<file path="src/hdl/lc3b_pkg.sv">
package lc3b_pkg;

    typedef logic [15:0] lc3b_word;    // data, address or instruction
    typedef logic [2:0]  lc3b_reg;     // register index
    typedef logic [2:0]  lc3b_nzp;     // negative, zero, positive

    // standard LC-3b encodings, only the kept subset
    typedef enum logic [3:0]
    {
        op_br  = 4'b0000,
        op_add = 4'b0001,
        op_and = 4'b0101,
        op_not = 4'b1001,
        op_shf = 4'b1101
    } lc3b_opcode;

    typedef enum logic [2:0]
    {
        alu_add = 3'b000,
        alu_and = 3'b001,
        alu_not = 3'b010,    // a xor b, b is all ones
        alu_sll = 3'b011,
        alu_srl = 3'b100,
        alu_sra = 3'b101
    } lc3b_aluop;

    // source of alu operand b
    typedef enum logic [1:0]
    {
        opnd_reg   = 2'b00,
        opnd_sext5 = 2'b01,
        opnd_zext4 = 2'b10
    } lc3b_opnd_sel;

    typedef struct packed
    {
        logic     valid;
        lc3b_word ir;
        lc3b_word pc_plus2;
    } lc3b_fd_t;

    typedef struct packed
    {
        logic         valid;
        logic         is_br;
        logic         load_regfile;
        lc3b_aluop    aluop;
        lc3b_opnd_sel opnd_sel;
        lc3b_reg      dest;
        lc3b_reg      sr1;
        lc3b_reg      sr2;
        lc3b_word     sr1_val;
        lc3b_word     sr2_val;
        lc3b_word     imm;         // already extended
        lc3b_nzp      nzp_mask;
        logic [8:0]   offset9;
        lc3b_word     pc_plus2;
    } lc3b_dx_t;

    typedef struct packed
    {
        logic     valid;
        lc3b_reg  dest;
        lc3b_word data;
    } lc3b_wb_t;

    typedef struct packed
    {
        logic     taken;
        lc3b_word target;
    } lc3b_redirect_t;

endpackage : lc3b_pkg

</file>
<file path="src/hdl/lc3b_branch.sv">
module lc3b_branch
    import lc3b_pkg::*;
(
    input  logic           clk,
    input  logic           arst_n,
    input  lc3b_dx_t       dx,
    input  lc3b_word       ex_result,
    output lc3b_redirect_t redirect
);

    lc3b_nzp  nzp;
    lc3b_nzp  nzp_next;
    lc3b_word br_offset;

    // gencc
    always_comb
    begin
        if (ex_result[15])
            nzp_next = 3'b100;
        else if (ex_result == 16'h0000)
            nzp_next = 3'b010;
        else
            nzp_next = 3'b001;
    end

    always_ff @(posedge clk or negedge arst_n)
    begin
        if (!arst_n)
        begin
            nzp <= 3'b010;    // z after reset
        end
        else if (dx.valid && dx.load_regfile)
        begin
            nzp <= nzp_next;
        end
    end

    assign br_offset = {{6{dx.offset9[8]}}, dx.offset9, 1'b0};    // adj9

    // nzp compare, resolved in execute
    assign redirect.taken  = dx.valid && dx.is_br && |(dx.nzp_mask & nzp);
    assign redirect.target = dx.pc_plus2 + br_offset;

endmodule : lc3b_branch

</file>
<file path="src/hdl/lc3b_decode.sv">
module lc3b_decode
    import lc3b_pkg::*;
(
    input  logic           clk,
    input  logic           arst_n,
    input  lc3b_fd_t       fd,
    input  lc3b_redirect_t redirect,
    output lc3b_reg        rd_a,
    output lc3b_reg        rd_b,
    input  lc3b_word       val_a,
    input  lc3b_word       val_b,
    output lc3b_dx_t       dx
);

    lc3b_opcode opcode;
    lc3b_dx_t   dx_next;
    logic       known;    // opcode in the kept subset

    assign opcode = lc3b_opcode'(fd.ir[15:12]);
    assign rd_a   = fd.ir[8:6];
    assign rd_b   = fd.ir[2:0];

    always_comb
    begin
        dx_next              = '0;
        known                = 1'b1;
        dx_next.aluop        = alu_add;
        dx_next.opnd_sel     = opnd_reg;
        dx_next.dest         = fd.ir[11:9];
        dx_next.sr1          = fd.ir[8:6];
        dx_next.sr2          = fd.ir[2:0];
        dx_next.sr1_val      = val_a;
        dx_next.sr2_val      = val_b;
        dx_next.nzp_mask     = fd.ir[11:9];
        dx_next.offset9      = fd.ir[8:0];
        dx_next.pc_plus2     = fd.pc_plus2;

        case (opcode)
            op_add, op_and:
            begin
                dx_next.load_regfile = 1'b1;
                dx_next.aluop        = (opcode == op_add) ? alu_add : alu_and;
                dx_next.opnd_sel     = fd.ir[5] ? opnd_sext5 : opnd_reg;    // imm bit
            end
            op_not:
            begin
                dx_next.load_regfile = 1'b1;
                dx_next.aluop        = alu_not;
                dx_next.opnd_sel     = opnd_sext5;
            end
            op_shf:
            begin
                dx_next.load_regfile = 1'b1;
                dx_next.opnd_sel     = opnd_zext4;
                case (fd.ir[5:4])    // bit 5 arithmetic, bit 4 right
                    2'b01:   dx_next.aluop = alu_srl;
                    2'b11:   dx_next.aluop = alu_sra;
                    default: dx_next.aluop = alu_sll;
                endcase
            end
            op_br:
            begin
                dx_next.is_br = 1'b1;
            end
            default:
            begin
                known = 1'b0;    // retires as a no-op
            end
        endcase

        case (dx_next.opnd_sel)
            opnd_sext5: dx_next.imm = {{11{fd.ir[4]}}, fd.ir[4:0]};
            opnd_zext4: dx_next.imm = {12'h000, fd.ir[3:0]};
            default:    dx_next.imm = '0;
        endcase
        if (opcode == op_not)
        begin
            dx_next.imm = 16'hffff;    // NOT is xor with all ones
        end

        dx_next.valid = fd.valid && known && !redirect.taken;
    end

    // decode to execute register
    always_ff @(posedge clk or negedge arst_n)
    begin
        if (!arst_n)
        begin
            dx.valid <= 1'b0;
        end
        else
        begin
            dx <= dx_next;
        end
    end

endmodule : lc3b_decode

</file>
<file path="src/hdl/lc3b_execute.sv">
module lc3b_execute
    import lc3b_pkg::*;
(
    input  logic     clk,
    input  logic     arst_n,
    input  lc3b_dx_t dx,
    output lc3b_word ex_result,
    output lc3b_wb_t wb
);

    lc3b_word opnd_a;
    lc3b_word sr2_fwd;
    lc3b_word opnd_b;
    lc3b_word alu_out;
    logic     fwd_a;
    logic     fwd_b;

    // only the wb stage can be newer than the regfile read
    assign fwd_a = wb.valid && (wb.dest == dx.sr1);
    assign fwd_b = wb.valid && (wb.dest == dx.sr2);

    always_comb
    begin
        opnd_a  = fwd_a ? wb.data : dx.sr1_val;
        sr2_fwd = fwd_b ? wb.data : dx.sr2_val;

        // operand b select
        case (dx.opnd_sel)
            opnd_sext5,
            opnd_zext4: opnd_b = dx.imm;
            default:    opnd_b = sr2_fwd;
        endcase
    end

    // alu
    always_comb
    begin
        case (dx.aluop)
            alu_add: alu_out = opnd_a + opnd_b;
            alu_and: alu_out = opnd_a & opnd_b;
            alu_not: alu_out = opnd_a ^ opnd_b;
            alu_sll: alu_out = opnd_a << opnd_b[3:0];
            alu_srl: alu_out = opnd_a >> opnd_b[3:0];
            alu_sra: alu_out = lc3b_word'($signed(opnd_a) >>> opnd_b[3:0]);
            default: alu_out = opnd_a + opnd_b;
        endcase
    end

    assign ex_result = alu_out;    // to condition code logic

    // execute to writeback register
    always_ff @(posedge clk or negedge arst_n)
    begin
        if (!arst_n)
        begin
            wb.valid <= 1'b0;
        end
        else
        begin
            wb.valid <= dx.valid && dx.load_regfile;
            wb.dest  <= dx.dest;
            wb.data  <= alu_out;
        end
    end

endmodule : lc3b_execute

</file>
<file path="src/hdl/lc3b_fetch.sv">
module lc3b_fetch
    import lc3b_pkg::*;
#(
    parameter lc3b_word reset_pc = 16'h0000
)
(
    input  logic           clk,
    input  logic           arst_n,
    input  lc3b_redirect_t redirect,
    input  lc3b_word       instr_rdata,
    output lc3b_word       instr_address,
    output lc3b_fd_t       fd
);

    lc3b_word pc;
    lc3b_word pc_plus2;

    assign pc_plus2      = pc + 16'd2;
    assign instr_address = pc;    // one word per cycle, no wait state

    // next pc selection
    always_ff @(posedge clk or negedge arst_n)
    begin
        if (!arst_n)
        begin
            pc <= reset_pc;
        end
        else if (redirect.taken)
        begin
            pc <= redirect.target;    // taken branch from execute
        end
        else
        begin
            pc <= pc_plus2;
        end
    end

    // fetch to decode register
    always_ff @(posedge clk or negedge arst_n)
    begin
        if (!arst_n)
        begin
            fd.valid <= 1'b0;
        end
        else
        begin
            fd.valid    <= !redirect.taken;    // wrong-path word dropped
            fd.ir       <= instr_rdata;
            fd.pc_plus2 <= pc_plus2;
        end
    end

endmodule : lc3b_fetch

</file>
<file path="src/hdl/lc3b_pipe.sv">
module lc3b_pipe
    import lc3b_pkg::*;
#(
    parameter lc3b_word reset_pc = 16'h0000    // must be even
)
(
    input  logic     clk,
    input  logic     arst_n,
    output lc3b_word instr_address,
    input  lc3b_word instr_rdata,
    output lc3b_wb_t wb
);

    lc3b_fd_t       fd;
    lc3b_dx_t       dx;
    lc3b_redirect_t redirect;
    lc3b_reg        rd_a;
    lc3b_reg        rd_b;
    lc3b_word       val_a;
    lc3b_word       val_b;
    lc3b_word       ex_result;

    lc3b_fetch #(.reset_pc(reset_pc)) fetch0
    (
        .clk           (clk),
        .arst_n        (arst_n),
        .redirect      (redirect),
        .instr_rdata   (instr_rdata),
        .instr_address (instr_address),
        .fd            (fd)
    );

    lc3b_decode decode0
    (
        .clk      (clk),
        .arst_n   (arst_n),
        .fd       (fd),
        .redirect (redirect),
        .rd_a     (rd_a),
        .rd_b     (rd_b),
        .val_a    (val_a),
        .val_b    (val_b),
        .dx       (dx)
    );

    lc3b_regfile regfile0
    (
        .clk    (clk),
        .arst_n (arst_n),
        .rd_a   (rd_a),
        .rd_b   (rd_b),
        .val_a  (val_a),
        .val_b  (val_b),
        .wb     (wb)    // write port
    );

    lc3b_execute execute0
    (
        .clk       (clk),
        .arst_n    (arst_n),
        .dx        (dx),
        .ex_result (ex_result),
        .wb        (wb)
    );

    lc3b_branch branch0
    (
        .clk       (clk),
        .arst_n    (arst_n),
        .dx        (dx),
        .ex_result (ex_result),
        .redirect  (redirect)
    );

endmodule : lc3b_pipe

</file>
<file path="src/hdl/lc3b_regfile.sv">
module lc3b_regfile
    import lc3b_pkg::*;
(
    input  logic     clk,
    input  logic     arst_n,
    input  lc3b_reg  rd_a,
    input  lc3b_reg  rd_b,
    output lc3b_word val_a,
    output lc3b_word val_b,
    input  lc3b_wb_t wb
);

    lc3b_word regs [8];

    always_ff @(posedge clk or negedge arst_n)
    begin
        if (!arst_n)
        begin
            for (int i = 0; i < 8; i++)
            begin
                regs[i] <= '0;
            end
        end
        else if (wb.valid)
        begin
            regs[wb.dest] <= wb.data;
        end
    end

    // write-through, the value being written wins
    assign val_a = (wb.valid && wb.dest == rd_a) ? wb.data : regs[rd_a];
    assign val_b = (wb.valid && wb.dest == rd_b) ? wb.data : regs[rd_b];

endmodule : lc3b_regfile

</file>
<file path="config.mk">
export PLATFORM = sky130hd
export DESIGN_NAME = lc3b_pipe
export DESIGN_NICKNAME = d
export VERILOG_FILES = /design/src/hdl/lc3b_pkg.sv /design/src/hdl/lc3b_branch.sv /design/src/hdl/lc3b_decode.sv /design/src/hdl/lc3b_execute.sv /design/src/hdl/lc3b_fetch.sv /design/src/hdl/lc3b_pipe.sv /design/src/hdl/lc3b_regfile.sv
export SDC_FILE = /design/constraint.sdc
export NUM_CORES = 1
export LEC_CHECK = 0
export BUFFER_PORTS_ARGS = -buffer_cell sky130_fd_sc_hd__buf_2
export CAP_MARGIN = 10
export CORE_MARGIN = 5
export CORE_UTILIZATION = 57
export CTS_CLUSTER_DIAMETER = 30
export DETAILED_ROUTE_END_ITERATION = 8
export PLACE_DENSITY = 0.76
export SYNTH_ARGS = -nofsm -noshare
export SYNTH_HDL_FRONTEND = slang
export SYNTH_SLANG_ARGS = --single-unit
</file>
<file path="constraint.sdc">
create_clock -name clk -period 4.8 [get_ports clk]
set_input_delay 0.96 -clock clk [delete_from_list [all_inputs] [get_ports clk]]
set_output_delay 0.96 -clock clk [all_outputs]
set_load 0.01 [all_outputs]
</file>
======== Word level (Yosys, flattened, before mapping) ========
Cells that the tools add are included.
word-level totals
  register bits ........................... 290
  input bits .............................. 18
cells by class
  $add $sub $neg .......................... 3
  $lt $le $gt $ge ......................... 4
  equal/unequal tests ..................... 19
  shifts and indexed selects .............. 3
  mux-type cells .......................... 25
  bitwise operators ....................... 6
  reductions and logical operators ........ 17
operators by type and width
  kind                                                       number
  2-to-1 mux 16 bit                                          11
  bitwise mux 128 bit                                        1
  binary-select mux 16 bit (select 3 bit)                    2
  case mux 16 bit (5 select lines)                           1
  demux 16 bit (select 3 bit)                                1
  adder 16 bit                                               2
  case mux 16 bit (2 select lines)                           1
  case mux 6 bit (3 select lines)                            1
  adder 16 x 2 -> 16 bit (second input constant)             1
  bitwise AND 16 bit                                         1
  logical NOT 16 bit                                         1
  << shifter 16 x 4 -> 16 bit                                1
  >> shifter 16 x 4 -> 16 bit                                1
  >>> shifter 16 x 4 -> 16 bit                               1
  XOR 16 bit                                                 1
  equality test 3 bit                                        4
  greater-or-equal comparator 4 bit (second input constant)  3
  NOT 3 -> 4 bit                                             3
  logical AND 1 bit                                          10
  equality test 4 bit (second input constant)                2
  equality test 2 x 1 -> 1 bit (second input constant)       3
  equality test 2 bit (second input constant)                3
  equality test 3 x 2 -> 1 bit (second input constant)       2
  equality test 3 bit (second input constant)                2
  14 further kinds                                           18

======== Logic depth before layout (Yosys ltp) ========
Gate-level depths: netlist of run 1.
  depth after elaboration ................. 9
  mapped depth ............................ 23

======== Hierarchy ========
From an unflattened synthesis of run 1, not the netlist that was laid out.
unflattened totals
  cell total of the unflattened synthesis .. 1499
  area total of the unflattened synthesis .. 17759.5 µm²
by module, submodules not included
  module        times used  cells each  area an instance (µm²)  seq. area each (µm²)
  lc3b_regfile  1           452         7533.5                  3203.1
  lc3b_execute  1           710         4953.5                  595.6
  lc3b_decode   1           125         2582.5                  2187.1
  lc3b_fetch    1           108         1858.0                  1386.3
  lc3b_branch   1           104         832.0                   76.3

======== Worst setup path after synthesis of run 1 ========
No wires, ideal clock.
  path type ............................... register -> register
  from .................................... register execute0.wb[18] (netlist name)
  to ...................................... register branch0.nzp[0]
  arrival time ............................ 4.462 ns
  required time ........................... 4.681 ns
  path slack .............................. 0.218 ns
  stages on the path, launching flop included .. 22
  buffers on the path ..................... 4
  period minus slack after synthesis ...... 4.582 ns
  cell sequence ........................... edfxtp_1 buf_6 xnor2_1 nand4_1 buf_2 buf_2 clkbuf_1 o21ai_0 ha_1 inv_1 fa_1 nor2b_1 o211ai_1 a21boi_0 o41ai_1 o21ai_0 a21oi_1 a211oi_1 nand4_1 nor4_2 nand4b_1 o21ba_2
between the ends
  cells in the longest elaborated chain, start to end .. 9
  elaborated cells on any way between the ends .. 17
  classes of those cells .................. 1 x add/sub; 2 x eq/ne; 3 x shift; 6 x mux; 2 x bitwise; 3 x reduce/logical
RTL lines
  item                                        line                                    RTL
  equality test 3 bit                         lc3b_execute.sv:20                      assign fwd_b = wb.valid && (wb.dest == dx.sr2);
  logical AND 1 bit                           lc3b_execute.sv:20
  2-to-1 mux 16 bit                           lc3b_execute.sv:25                      sr2_fwd = fwd_b ? wb.data : dx.sr2_val;
  2-to-1 mux 16 bit                           lc3b_execute.sv:28                      case (dx.opnd_sel)
  adder 16 bit, or another cell as far along  lc3b_execute.sv:39, lc3b_execute.sv:45
  case mux 16 bit (5 select lines) *          lc3b_execute.sv:38                      case (dx.aluop)
  named net branch0.ex_result[8]              lc3b_branch.sv:7                        input lc3b_word ex_result,
  logical NOT 16 bit *                        lc3b_branch.sv:20                       else if (ex_result == 16'h0000)
  2-to-1 mux 2 bit *                          lc3b_branch.sv:20
  2-to-1 mux 3 bit *                          lc3b_branch.sv:18                       if (ex_result[15])
  end signal, assigned                        lc3b_branch.sv:34                       nzp <= nzp_next;
  end, declared                               lc3b_branch.sv:11                       lc3b_nzp nzp;
Mark *: on every way through the listed nets, which the timed path passes. The rest lies on a longest branch.
A chain may end at the register's enable or synchronous reset.

======== Worst setup path after layout of run 1 ========
  from .................................... register execute0.wb[16] (netlist name)
  to ...................................... register branch0.nzp[1]
between the ends
  cells in the longest elaborated chain, start to end .. 9
  elaborated cells on any way between the ends .. 17
  classes of those cells .................. 1 x add/sub; 2 x eq/ne; 3 x shift; 6 x mux; 2 x bitwise; 3 x reduce/logical
RTL lines
  item                                        line
  equality test 3 bit                         lc3b_execute.sv:20
  logical AND 1 bit                           lc3b_execute.sv:20
  2-to-1 mux 16 bit                           lc3b_execute.sv:25
  2-to-1 mux 16 bit                           lc3b_execute.sv:28
  adder 16 bit, or another cell as far along  lc3b_execute.sv:39, lc3b_execute.sv:45
  case mux 16 bit (5 select lines) *          lc3b_execute.sv:38
  named net branch0.ex_result[8]              lc3b_branch.sv:7
  logical NOT 16 bit *                        lc3b_branch.sv:20
  2-to-1 mux 2 bit *                          lc3b_branch.sv:20
  2-to-1 mux 3 bit *                          lc3b_branch.sv:18
Marks and branches as above.

==> metrics.yaml, run 1 <==
worst_setup_path:
  crit_path_start: "execute0.wb[16]"
  critPathKind: "reg -> reg"
  critPathLaunchType: "register"
  critPathCaptureType: "register"
  r2r_slack_ps: 210
  cp_max_fo: 4
  timing.rr.start: "execute0.wb[16]"
  crit_arrival_ps: 5070
  critPathRequiredTime_ps: 5280
global_routing:
  grt_start_max_net_pins: 120
  grtUsageMet1_pct: 43.3
  overflow: 0
  grt_pass1_wl_um: 80700
  grt_antenna_before_repair: 0
  met2_usage_pct: 48.8
  top_usage_layer: "met2"
  grt_use_met3_pct: 6.03
  track_usage_pct: 31.1
  grt_pass1_vias: 13700
clock_tree:
  ctsHtreeMaxLevel: 2
  cts_hold_buffers: 0
  cts-buffers-inserted: 54
  cts_sinks: 273
  clockRootBuffer: "clkbuf_16"
  cts_tree: "yes"
  clock_path_buffers: 3
  cts.clk_slew.worst_paths_ps: 50
  clk_latency_ps: 570
synthesis:
  synth_edf_count: 123
  synth_largest_area_cell: "dfrtp_1"
  synthArstFlopShare_pct: 54.9
  synthFlopType: "dfrtp_1"
  synth_cells: 1576
  synth_top_area_share_pct: 22.1
  synth_area_per_cell_sq_um: 10.7
  ys_seq_area_share_pct: 44.2
  syn_nets: 1630
  synth.distinct_cells: 91
  synth_seq_cells: 273
  synth-warning-count: 0
  syn-cell-area_sq_mm: 0.0168
  synthTopCellsByArea: "dfrtp_1 22%, edfxtp_1 22%, mux4_2 8.8%"
route:
  drc: 0
  postRouteAntennaNets: 0
  vias: 13900
  drtIter0Drc: 1863
  first_pass_iters: 6
  wirelength_um: 51600
  avgViaCountPerCell: 6.71
  wl_per_cell_um: 25.0
floorplanning:
  start_util_pct: 57.3
  die_h_um: 182
  ios: 54
  dieArea_sq_mm: 0.0331
  core_area_sq_mm: 0.0294
  rows: 63
  fp.dieW_um: 182
sta:
  max_slew_margin_pct: 28.4
  drv_slew: 0
  finalCritPeriodShare_pct: 95.6
  setup_tns_ps: 0
  worst_pin_slew_ps: 1060
  clock-skew-final_ps: 18.5
  post-route-min-period_ps: 4590
  worst_slack_ps: 212
  max_freq_ghz: 0.218
  setup-violations-final: 0
  hold_viol: 0
outcome:
  outcome: "finished clean"
power:
  combPwrFrac_pct: 27.9
  peakVddDrop_mv: 0.436
  p_switching_uw: 3440
  p_int_uw: 6950
  p_seq_share_pct: 35.1
  powerDensity_mw_per_mm2: 531
  cellLeakagePower_uw: 0.00804
  p_clk_share_pct: 37.0
  swShare_pct: 33.1
finish:
  final_common_cell: "nand2_1"
  diodes: 0
  drive_gt1_share_pct: 25.9
  multiInputGateArea_sq_mm: 0.00870
  seqCellArea_sq_mm: 0.00745
  final_nets: 1685
  n_fill_cell: 2188
  area.growth.synth_to_final_pct: 16.1
  most-common-layout-cells: "165 x nand2_1, 149 x dfrtp_1, 129 x nor2_1"
placement:
  finalWeightedCongestion: 1.06
  place_ws_ps: 269
  dp_hpwl_um: 34200
  io_buffers: 53
min_path:
  hp-start: "fetch0.fd[2]"
  hp-class: "reg -> reg"
flow_run:
  drv_cap: 0
## state kept, by name, summed over array words and instances, names as in the netlist
signal                flops
fetch0.instr_address     16
regfile0.regs           128
fetch0.fd                33
execute0.wb              20
decode0.dx               73
branch0.nzp               3
## kinds of logic after synthesis
| family | count (synthesis) | synth area share (%) |
|---|---|---|
| and+or+nand+nor | 452 | 12.2 |
| AOI/OAI and AO/OA | 366 | 14.5 |
| DFF | 273 | 44.2 |
| muxes | 228 | 19.4 |
| buffers and inverters | 174 | 4.43 |
| xor gates and xnor gates | 47 | 2.49 |
| adders and majority gates | 36 | 2.76 |
## cell usage after synthesis, types with 9 or more instances
cell type / n
o211ai_1: 16
nand4_1: 11
o31ai_1: 12
a211oi_1: 27
edfxtp_1: 123
xor2_1: 11
mux2_2: 109
ha_1: 34
nor2_1: 129
mux4_2: 66
o22ai_1: 14
nand2_1: 165
buf_1: 16
buf_2: 21
a31oi_1: 20
nor4_1: 9
xnor2_1: 35
dfrtp_1: 149
clkbuf_1: 74
nor3_1: 47
nand3_1: 25
inv_1: 45
o21ai_0: 83
or3_1: 12
mux2i_1: 51
a21oi_1: 90
a22oi_1: 14
## routing by layer
metal	vias to the layer above	wire length [um]
li1	6064	-
met1	6871	20700
met2	779	23700
met3	159	4980
met4	0	2150
met5	-	0
## layout make-up
cell class	instances	area share [%]
clock buffer	71	7.92
tap	390	2.50
inverter	50	0.960
multi-input combinational	1129	44.5
sequential	273	38.1
clock inverter	31	1.81
timing repair buffer	123	4.22
## final timing paths
kind,cells past startpoint,to
worst min register to register,0,decode0.dx[2]
min in group asynchronous,1,fetch0.instr_address[0]
max in group asynchronous,2,branch0.nzp[1]
worst max-delay path,19,branch0.nzp[1]
worst max register to register,19,branch0.nzp[1]
worst min-delay path,0,decode0.dx[2]
## stage by stage
stage	cells	power [uW]	instance area [sq um]	utilization [%]	hold WS (ps)
global route	2067	10900	19600	66.5	422
finish	2067	10400	19600	66.5	414
detailed placement	1963	6430	17600	59.9	407
floorplan	1576	5490	16800	-	400
global placement	1963	6340	17600	59.9	400
CTS	2065	10300	19500	66.4	414
## worst max-delay path, cell delays in order, from the launching register on
cell and delay (ps):
edfxtp_1 410, xnor2_1 300, and4_4 320, mux2i_4 240, nand2_2 80, inv_1 70
ha_1 190, inv_1 70, fa_1 490, nor2b_1 170, o211ai_1 140, a21boi_0 280
o41ai_1 130, o21ai_0 160, a21oi_1 80, a211oi_1 280, nand4_1 200, nor4_2 280
nand4b_1 260, o32ai_2 340
## what timing repair did
item,CTS,global route
gates resized for setup,0,3
setup endpoints to repair,0,2
hold endpoints to repair,0,0
setup buffers,0,2
## power groups by stage
stage	clock network [uW]	logic (uW)	registers [uW]
floorplan	0	2030	3460
global placement	0	2750	3590
detailed placement	0	2790	3640
CTS	3880	2840	3620
global route	4020	3130	3710
finish	3840	2890	3650
Power figures use the tool's default switching activity.
==> run 2: changes to the inputs <==
--- a/config.mk
+++ b/config.mk
@@ -11,7 +11,8 @@
 export CORE_UTILIZATION = 57
 export CTS_CLUSTER_DIAMETER = 30
 export DETAILED_ROUTE_END_ITERATION = 8
-export PLACE_DENSITY = 0.76
+export PLACE_DENSITY_LB_ADDON = 0.2
+export RECOVER_POWER = 50
 export SYNTH_ARGS = -nofsm -noshare
 export SYNTH_HDL_FRONTEND = slang
 export SYNTH_SLANG_ARGS = --single-unit
==> run 2 against run 1 <==
Effect of this change: the flow now finishes with violations (capacitance limit, slew limit); cell area increased by 0.66%; sequential cell count unchanged; largest power group unchanged; worst setup slack improved by 10 ps; first-iteration DRC count decreased by 9.3%; core utilization increased by 0.44 points; sequential share of layout area decreased by 0.25 points; clock-buffer cell count decreased by 10.
==> metrics.yaml, run 2 (synthesis results as in run 1) <==
outcome:
  outcome: "finished with violations"  # was finished clean
  violations: "capacitance limit, slew limit"
finish:
  final_nets: 1685  # unchanged
  area.growth.synth_to_final_pct: 16.8  # was 16.1%
  n_fill_cell: 2171  # was 2188
  most-common-layout-cells: "165 x nand2_1, 149 x dfrtp_1, 129 x nor2_1"  # unchanged
  largest_reg_flops: 128  # unchanged
  final_common_cell: "nand2_1"  # unchanged
  diodes: 0  # unchanged
  final_area_sq_mm: 0.0197  # was 0.0196 sq mm
  largest-register: "regfile0.regs"  # unchanged
  reg_top3: "regfile0.regs (128), decode0.dx (73), fetch0.fd (33)"  # unchanged
  drive_gt1_share_pct: 25.6  # was 25.9%
  final_util_pct: 66.9  # was 66.5%
  stdcell_count: 2071  # was 2067
worst_setup_path:
  critPathCaptureType: "register"  # unchanged
  slowest_delay_ps: 420  # was 490 ps
  crit_arrival_ps: 5030  # was 5070 ps
  critPathLaunchType: "register"  # unchanged
  critPathRequiredTime_ps: 5250  # was 5280 ps
  path_cells: "xnor2_1 -> and4_4 -> buf_4 -> mux2i_1 -> and2_1 -> inv_2 -> fa_1 -> nor2b_1 -> o211ai_1 -> a21boi_1 -> o41ai_1 -> o21ai_0 -> a21oi_1 -> a211oi_1 -> nand4_1 -> nor4_2 -> nand4b_1 -> o32ai_2"  # was xnor2_1 -> and4_4 -> mux2i_4 -> nand2_2 -> inv_1 -> ha_1 -> inv_1 -> fa_1 -> nor2b_1 -> o211ai_1 -> a21boi_0 -> o41ai_1 -> o21ai_0 -> a21oi_1 -> a211oi_1 -> nand4_1 -> nor4_2 -> nand4b_1 -> o32ai_2
  cp_max_fo: 13  # was 4
  critPathKind: "reg -> reg"  # unchanged
  cp_slowest_cell: "edfxtp_1"  # was fa_1
route:
  drc: 0  # unchanged
  wl_per_cell_um: 25.1  # was 25.0 um
  drtIter0Drc: 1689  # was 1863
  postRouteAntennaNets: 0  # unchanged
  first_pass_iters: 6  # unchanged
  wirelength_um: 52000  # was 51600 um
  avgViaCountPerCell: 6.68  # was 6.71
  vias: 13800  # was 13900
clock_tree:
  cts_sinks: 273  # unchanged
  post_cts_resized: 0  # unchanged
  cts_tree: "yes"  # unchanged
  clk_latency_ps: 590  # was 570 ps
  ctsHtreeMaxLevel: 2  # unchanged
  cts-buffers-inserted: 58  # was 54
  cts_hold_buffers: 0  # unchanged
  cts_post_setup_buffers_inserted: 0  # unchanged
  clock_path_buffers: 3  # unchanged
  cts.clk_slew.worst_paths_ps: 60  # was 50 ps
  clockRootBuffer: "clkbuf_16"  # unchanged
sta:
  finalCritPeriodShare_pct: 95.4  # was 95.6%
  setup_tns_ps: 0  # unchanged
  clock-skew-final_ps: 44.7  # was 18.5 ps
  worst_pin_slew_ps: 3210  # was 1060 ps
  max_slew_margin_pct: -114  # was 28.4%
  max_freq_ghz: 0.218  # about the same
  hold_viol: 0  # unchanged
  post-route-min-period_ps: 4580  # was 4590 ps
  setup-violations-final: 0  # unchanged
  rsz0062_at_grt: "false"
  drv_slew: 254  # was 0
global_routing:
  grt_start_max_net_pins: 119  # was 120
  grt_pass1_wl_um: 80800  # was 80700 um
  grt_pass1_vias: 13700  # about the same
  grt_antenna_before_repair: 0  # unchanged
  overflow: 0  # unchanged
  track_usage_pct: 31.2  # was 31.1%
min_path:
  hp-class: "reg -> reg"  # unchanged
power:
  powerDensity_mw_per_mm2: 549  # was 531 mW/mm^2
  cellLeakagePower_uw: 0.00809  # was 0.00804 uW
  peakVddDrop_mv: 0.572  # was 0.436 mV
  total_power_uw: 10800  # was 10400 uW
placement:
  io_buffers: 53  # unchanged
  dp_hpwl_um: 34900  # was 34200 um
  finalWeightedCongestion: 1.03  # was 1.06
  placedCellCount: 1961  # was 1963
  placed_area_sq_mm: 0.0176  # about the same
floorplanning:
  ios: 54  # unchanged
  dieArea_sq_mm: 0.0331  # unchanged
  core_area_sq_mm: 0.0294  # unchanged
  rows: 63  # unchanged
  start_util_pct: 57.3  # unchanged
  fp.dieW_um: 182  # unchanged
  die_h_um: 182  # unchanged
flow_run:
  drv_cap: 6  # was 0
run 2: cell count changes in the layout (fill, tap and decap cells not counted), moves of 2 or more:
cell / change
buf_4: -14
clkinv_4: +11
clkbuf_8: -6
bufinv_16: +4
clkbuf_1: +4
clkbuf_16: +3
clkbuf_2: +3
clkinvlp_4: -3
inv_6: +3
inv_8: +3
buf_12: -2
clkinv_2: -2
run 2: area by class of cell:
type	instances	area (sq um)	share of cell area (%)
repair buffers	119	717	3.64
multi-input cells	1129	8690	44.2
flip-flops and latches	273	7450	37.8
inverters	50	188	0.954
well taps	390	488	2.48
clock inverters	49	634	3.22
clock buffers	61	1520	7.70
run 2: per-layer routing:
layer | wire length, um | part of all wire [%] | global-route usage (%)
met5 | 0 | 0 | 0
met4 | 2290 | 4.4 | 12.5
met3 | 4950 | 9.5 | 7.39
met2 | 23600 | 45 | 48.1
met1 | 21200 | 41 | 43.1
run 2: final timing paths:
| path | slack [ps] | startpoint | depth (start not counted) | endpoint |
|---|---|---|---|---|
| worst max-delay path | 220 | decode0.dx[77] | 18 | branch0.nzp[1] |
| worst min-delay path | 410 | fetch0.fd[4] | 0 | decode0.dx[4] |
| worst max register to register | 220 | decode0.dx[77] | 18 | branch0.nzp[1] |
| worst min register to register | 410 | fetch0.fd[4] | 0 | decode0.dx[4] |
| max in group asynchronous | 840 | arst_n | 2 | branch0.nzp[2] |
| min in group asynchronous | 1250 | arst_n | 1 | fetch0.instr_address[0] |
run 2: metrics by stage:
step	worst slack [ps]	hold slack (ps)
2_1_floorplan	218	400
3_3_place_gp	516	401
3_5_place_dp	354	405
4_1_cts	258	414
5_1_grt	36.0	420
6_report	222	413
run 2: power by group:
part / leakage (uW) / internal, uW / switching [uW]
Clock: 0.00105 / 2840 / 1450
Combinational: 0.00389 / 1270 / 1600
Sequential: 0.00315 / 3110 / 534
Total: 0.00809 / 7220 / 3580
run 2: critical path: cells and delay by family, from the launching register on:
kind,cells,cell delay [ps]
simple gates,6,1420
xor+xnor,1,300
fa+ha+maj,1,400
buf+inv,2,290
flops,1,420
compound gates,7,1340
mux,1,290
==> run 3: changes to the inputs <==
--- a/config.mk
+++ b/config.mk
@@ -12,7 +12,6 @@
 export CTS_CLUSTER_DIAMETER = 30
 export DETAILED_ROUTE_END_ITERATION = 8
 export PLACE_DENSITY_LB_ADDON = 0.2
-export RECOVER_POWER = 50
 export SYNTH_ARGS = -nofsm -noshare
 export SYNTH_HDL_FRONTEND = slang
 export SYNTH_SLANG_ARGS = --single-unit
==> run 3 against run 2 <==
Effect of this change: the flow now finishes without violations; first-iteration DRC count increased by 3.8%; register-to-register slack hardly changed; sequential share of layout area down 0.15 points; global-route usage unchanged; fmax about the same; sequential power about the same; largest power group unchanged.
==> metrics.yaml, run 3 (synthesis results as in run 1) <==
finish:
  reg_top3: "regfile0.regs (128), decode0.dx (73), fetch0.fd (33)"  # unchanged
  final_util_pct: 67.2  # was 66.9%
  area.growth.synth_to_final_pct: 17.3  # was 16.8%
  largest-register: "regfile0.regs"  # unchanged
  most-common-layout-cells: "165 x nand2_1, 149 x dfrtp_1, 129 x nor2_1"  # unchanged
  final_nets: 1685  # unchanged
  n_fill_cell: 2153  # was 2171
  largest_reg_flops: 128  # unchanged
  drive_gt1_share_pct: 26.4  # was 25.6%
  stdcell_count: 2071  # unchanged
  diodes: 0  # unchanged
  final_common_cell: "nand2_1"  # unchanged
min_path:
  hp-class: "reg -> reg"  # unchanged
  min_to: "decode0.dx[4]"  # unchanged
  min_path_cells: 0  # unchanged
  hp-start: "fetch0.fd[4]"  # unchanged
worst_setup_path:
  critPathRequiredTime_ps: 5260  # was 5250 ps
  slowest_delay_ps: 420  # about the same
  path_cells: "xnor2_1 -> and4_4 -> buf_4 -> mux2i_1 -> and2_1 -> inv_2 -> fa_1 -> nor2b_1 -> o211ai_1 -> a21boi_1 -> o41ai_1 -> o21ai_0 -> a21oi_1 -> a211oi_1 -> nand4_1 -> nor4_2 -> nand4b_1 -> o32ai_2"  # unchanged
  r2r-end: "branch0.nzp[1]"  # unchanged
  crit_path_start: "decode0.dx[77]"  # unchanged
  cp_top_family: "simple AND/OR/NAND/NOR gates"  # unchanged
  timing.rr.start: "decode0.dx[77]"  # unchanged
  critPathCaptureType: "register"  # unchanged
  cp_max_fo: 13  # unchanged
  critPathLaunchType: "register"  # unchanged
  critPathKind: "reg -> reg"  # unchanged
  crit_buf_inv: 2  # unchanged
  r2r_slack_ps: 220  # about the same
  worstRegToRegCells: 18  # unchanged
  crit_arrival_ps: 5030  # about the same
  cp_slowest_cell: "edfxtp_1"  # unchanged
floorplanning:
  core_area_sq_mm: 0.0294  # unchanged
  die_h_um: 182  # unchanged
  fp.dieW_um: 182  # unchanged
  dieArea_sq_mm: 0.0331  # unchanged
  rows: 63  # unchanged
  start_util_pct: 57.3  # unchanged
  ios: 54  # unchanged
sta:
  setup-violations-final: 0  # unchanged
  hold_viol: 0  # unchanged
  finalCritPeriodShare_pct: 95.3  # was 95.4%
  post-route-min-period_ps: 4580  # about the same
  rsz0062_at_grt: "false"  # unchanged
  drv_slew: 0  # was 254
  clock-skew-final_ps: 42.9  # was 44.7 ps
  setup_tns_ps: 0  # unchanged
  max_freq_ghz: 0.219  # was 0.218 GHz
  max_slew_margin_pct: 22.3  # was -114%
  worst_pin_slew_ps: 1160  # was 3210 ps
clock_tree:
  clock_path_buffers: 3  # unchanged
  cts.clk_slew.worst_paths_ps: 60  # about the same
  cts-buffers-inserted: 58  # unchanged
  ctsHtreeMaxLevel: 2  # unchanged
  clockRootBuffer: "clkbuf_16"  # unchanged
  cts_sinks: 273  # unchanged
  clk_latency_ps: 590  # about the same
  cts_hold_buffers: 0  # unchanged
  cts_tree: "yes"  # unchanged
power:
  cellLeakagePower_uw: 0.00815  # was 0.00809 uW
  total_power_uw: 10800  # about the same
  peakVddDrop_mv: 0.571  # was 0.572 mV
  powerDensity_mw_per_mm2: 547  # was 549 mW/mm^2
route:
  wirelength_um: 52000  # about the same
  first_pass_iters: 8  # was 6
  wl_per_cell_um: 25.1  # about the same
  vias: 13900  # was 13800
  drc: 0  # unchanged
  avgViaCountPerCell: 6.70  # was 6.68
  drtIter0Drc: 1753  # was 1689
  postRouteAntennaNets: 0  # unchanged
placement:
  io_buffers: 53  # unchanged
  dp_hpwl_um: 34900  # unchanged
  finalWeightedCongestion: 1.03  # unchanged
  placedCellCount: 1961  # unchanged
global_routing:
  grt_pass1_wl_um: 80800  # unchanged
  grt_antenna_before_repair: 0  # unchanged
  overflow: 0  # unchanged
  track_usage_pct: 31.2  # unchanged
  grt_pass1_vias: 13700  # unchanged
  grt_start_max_net_pins: 119  # unchanged
flow_run:
  drv_cap: 0  # was 6
outcome:
  outcome: "finished clean"  # was finished with violations
-- run 3: changes by cell type in the layout (fill, tap and decap cells not counted), moves of 2 or more --
cell      before  now
clkbuf_1      11    0
buf_4         54   64
buf_12         0    2
clkbuf_2       3    0
-- run 3: cell type report --
cell class | count | area, sq um | area share (%)
clock buffers | 61 | 1520 | 7.67
clock inverters | 49 | 634 | 3.21
inverters | 50 | 188 | 0.950
repair buffers | 119 | 796 | 4.03
well taps | 390 | 488 | 2.47
multi-input cells | 1129 | 8690 | 44.0
flip-flops and latches | 273 | 7450 | 37.7
-- run 3: timing repair --
| item | in CTS | in global routing |
|---|---|---|
| endpoints found under the setup margin | 0 | 2 |
| gates resized for setup | 0 | 3 |
| buffers inserted | 0 | 0 |
-- run 3: how the worst max path moves through the flow --
| stage | end | slack, ps | depth (start not counted) |
|---|---|---|---|
| 3_3_place_gp | branch0.nzp[0] | 520 | 18 |
| 6_report | branch0.nzp[1] | 220 | 18 |
| 4_1_cts | branch0.nzp[1] | 260 | 18 |
| 5_1_grt | branch0.nzp[1] | 40 | 18 |
| 3_5_place_dp | branch0.nzp[1] | 350 | 18 |
| 2_1_floorplan | branch0.nzp[0] | 220 | 21 |
-- run 3: where the power goes --
group | switching, uW | total [uW] | internal [uW]
Combinational | 1600 | 2870 | 1270
Sequential | 535 | 3640 | 3110
Clock | 1450 | 4290 | 2840
-- run 3: per-stage QoR --
| stage | hold WS, ps | cell area [sq um] | setup slack, ps |
|---|---|---|---|
| global placement | 401 | 17600 | 516 |
| floorplan | 400 | 16800 | 218 |
| detailed placement | 405 | 17600 | 354 |
| CTS | 414 | 19800 | 258 |
| global route | 420 | 19800 | 36.0 |
| finish | 413 | 19800 | 224 |
-- run 3: routing by layer --
layer	GRT usage [%]	wire length [um]	vias to the layer above	share of wire [%]
li1	-	-	6074	-
met1	43.1	20900	6848	40
met2	48.1	23600	782	45
met3	7.39	5250	165	10
met4	12.5	2290	0	4.4
met5	0	0	-	0
-- run 3: worst reg2reg max path, delay by kind of cell (launching register included) --
| family | cells | cell delay, ps |
|---|---|---|
| adder cells (fa/ha/maj) | 1 | 400 |
| AO/OA/AOI/OAI | 7 | 1350 |
| AND/OR/NAND/NOR | 6 | 1380 |
| multiplexers | 1 | 300 |
| flip-flops | 1 | 420 |
| buffers and inverters | 2 | 280 |
| XOR/XNOR | 1 | 300 |
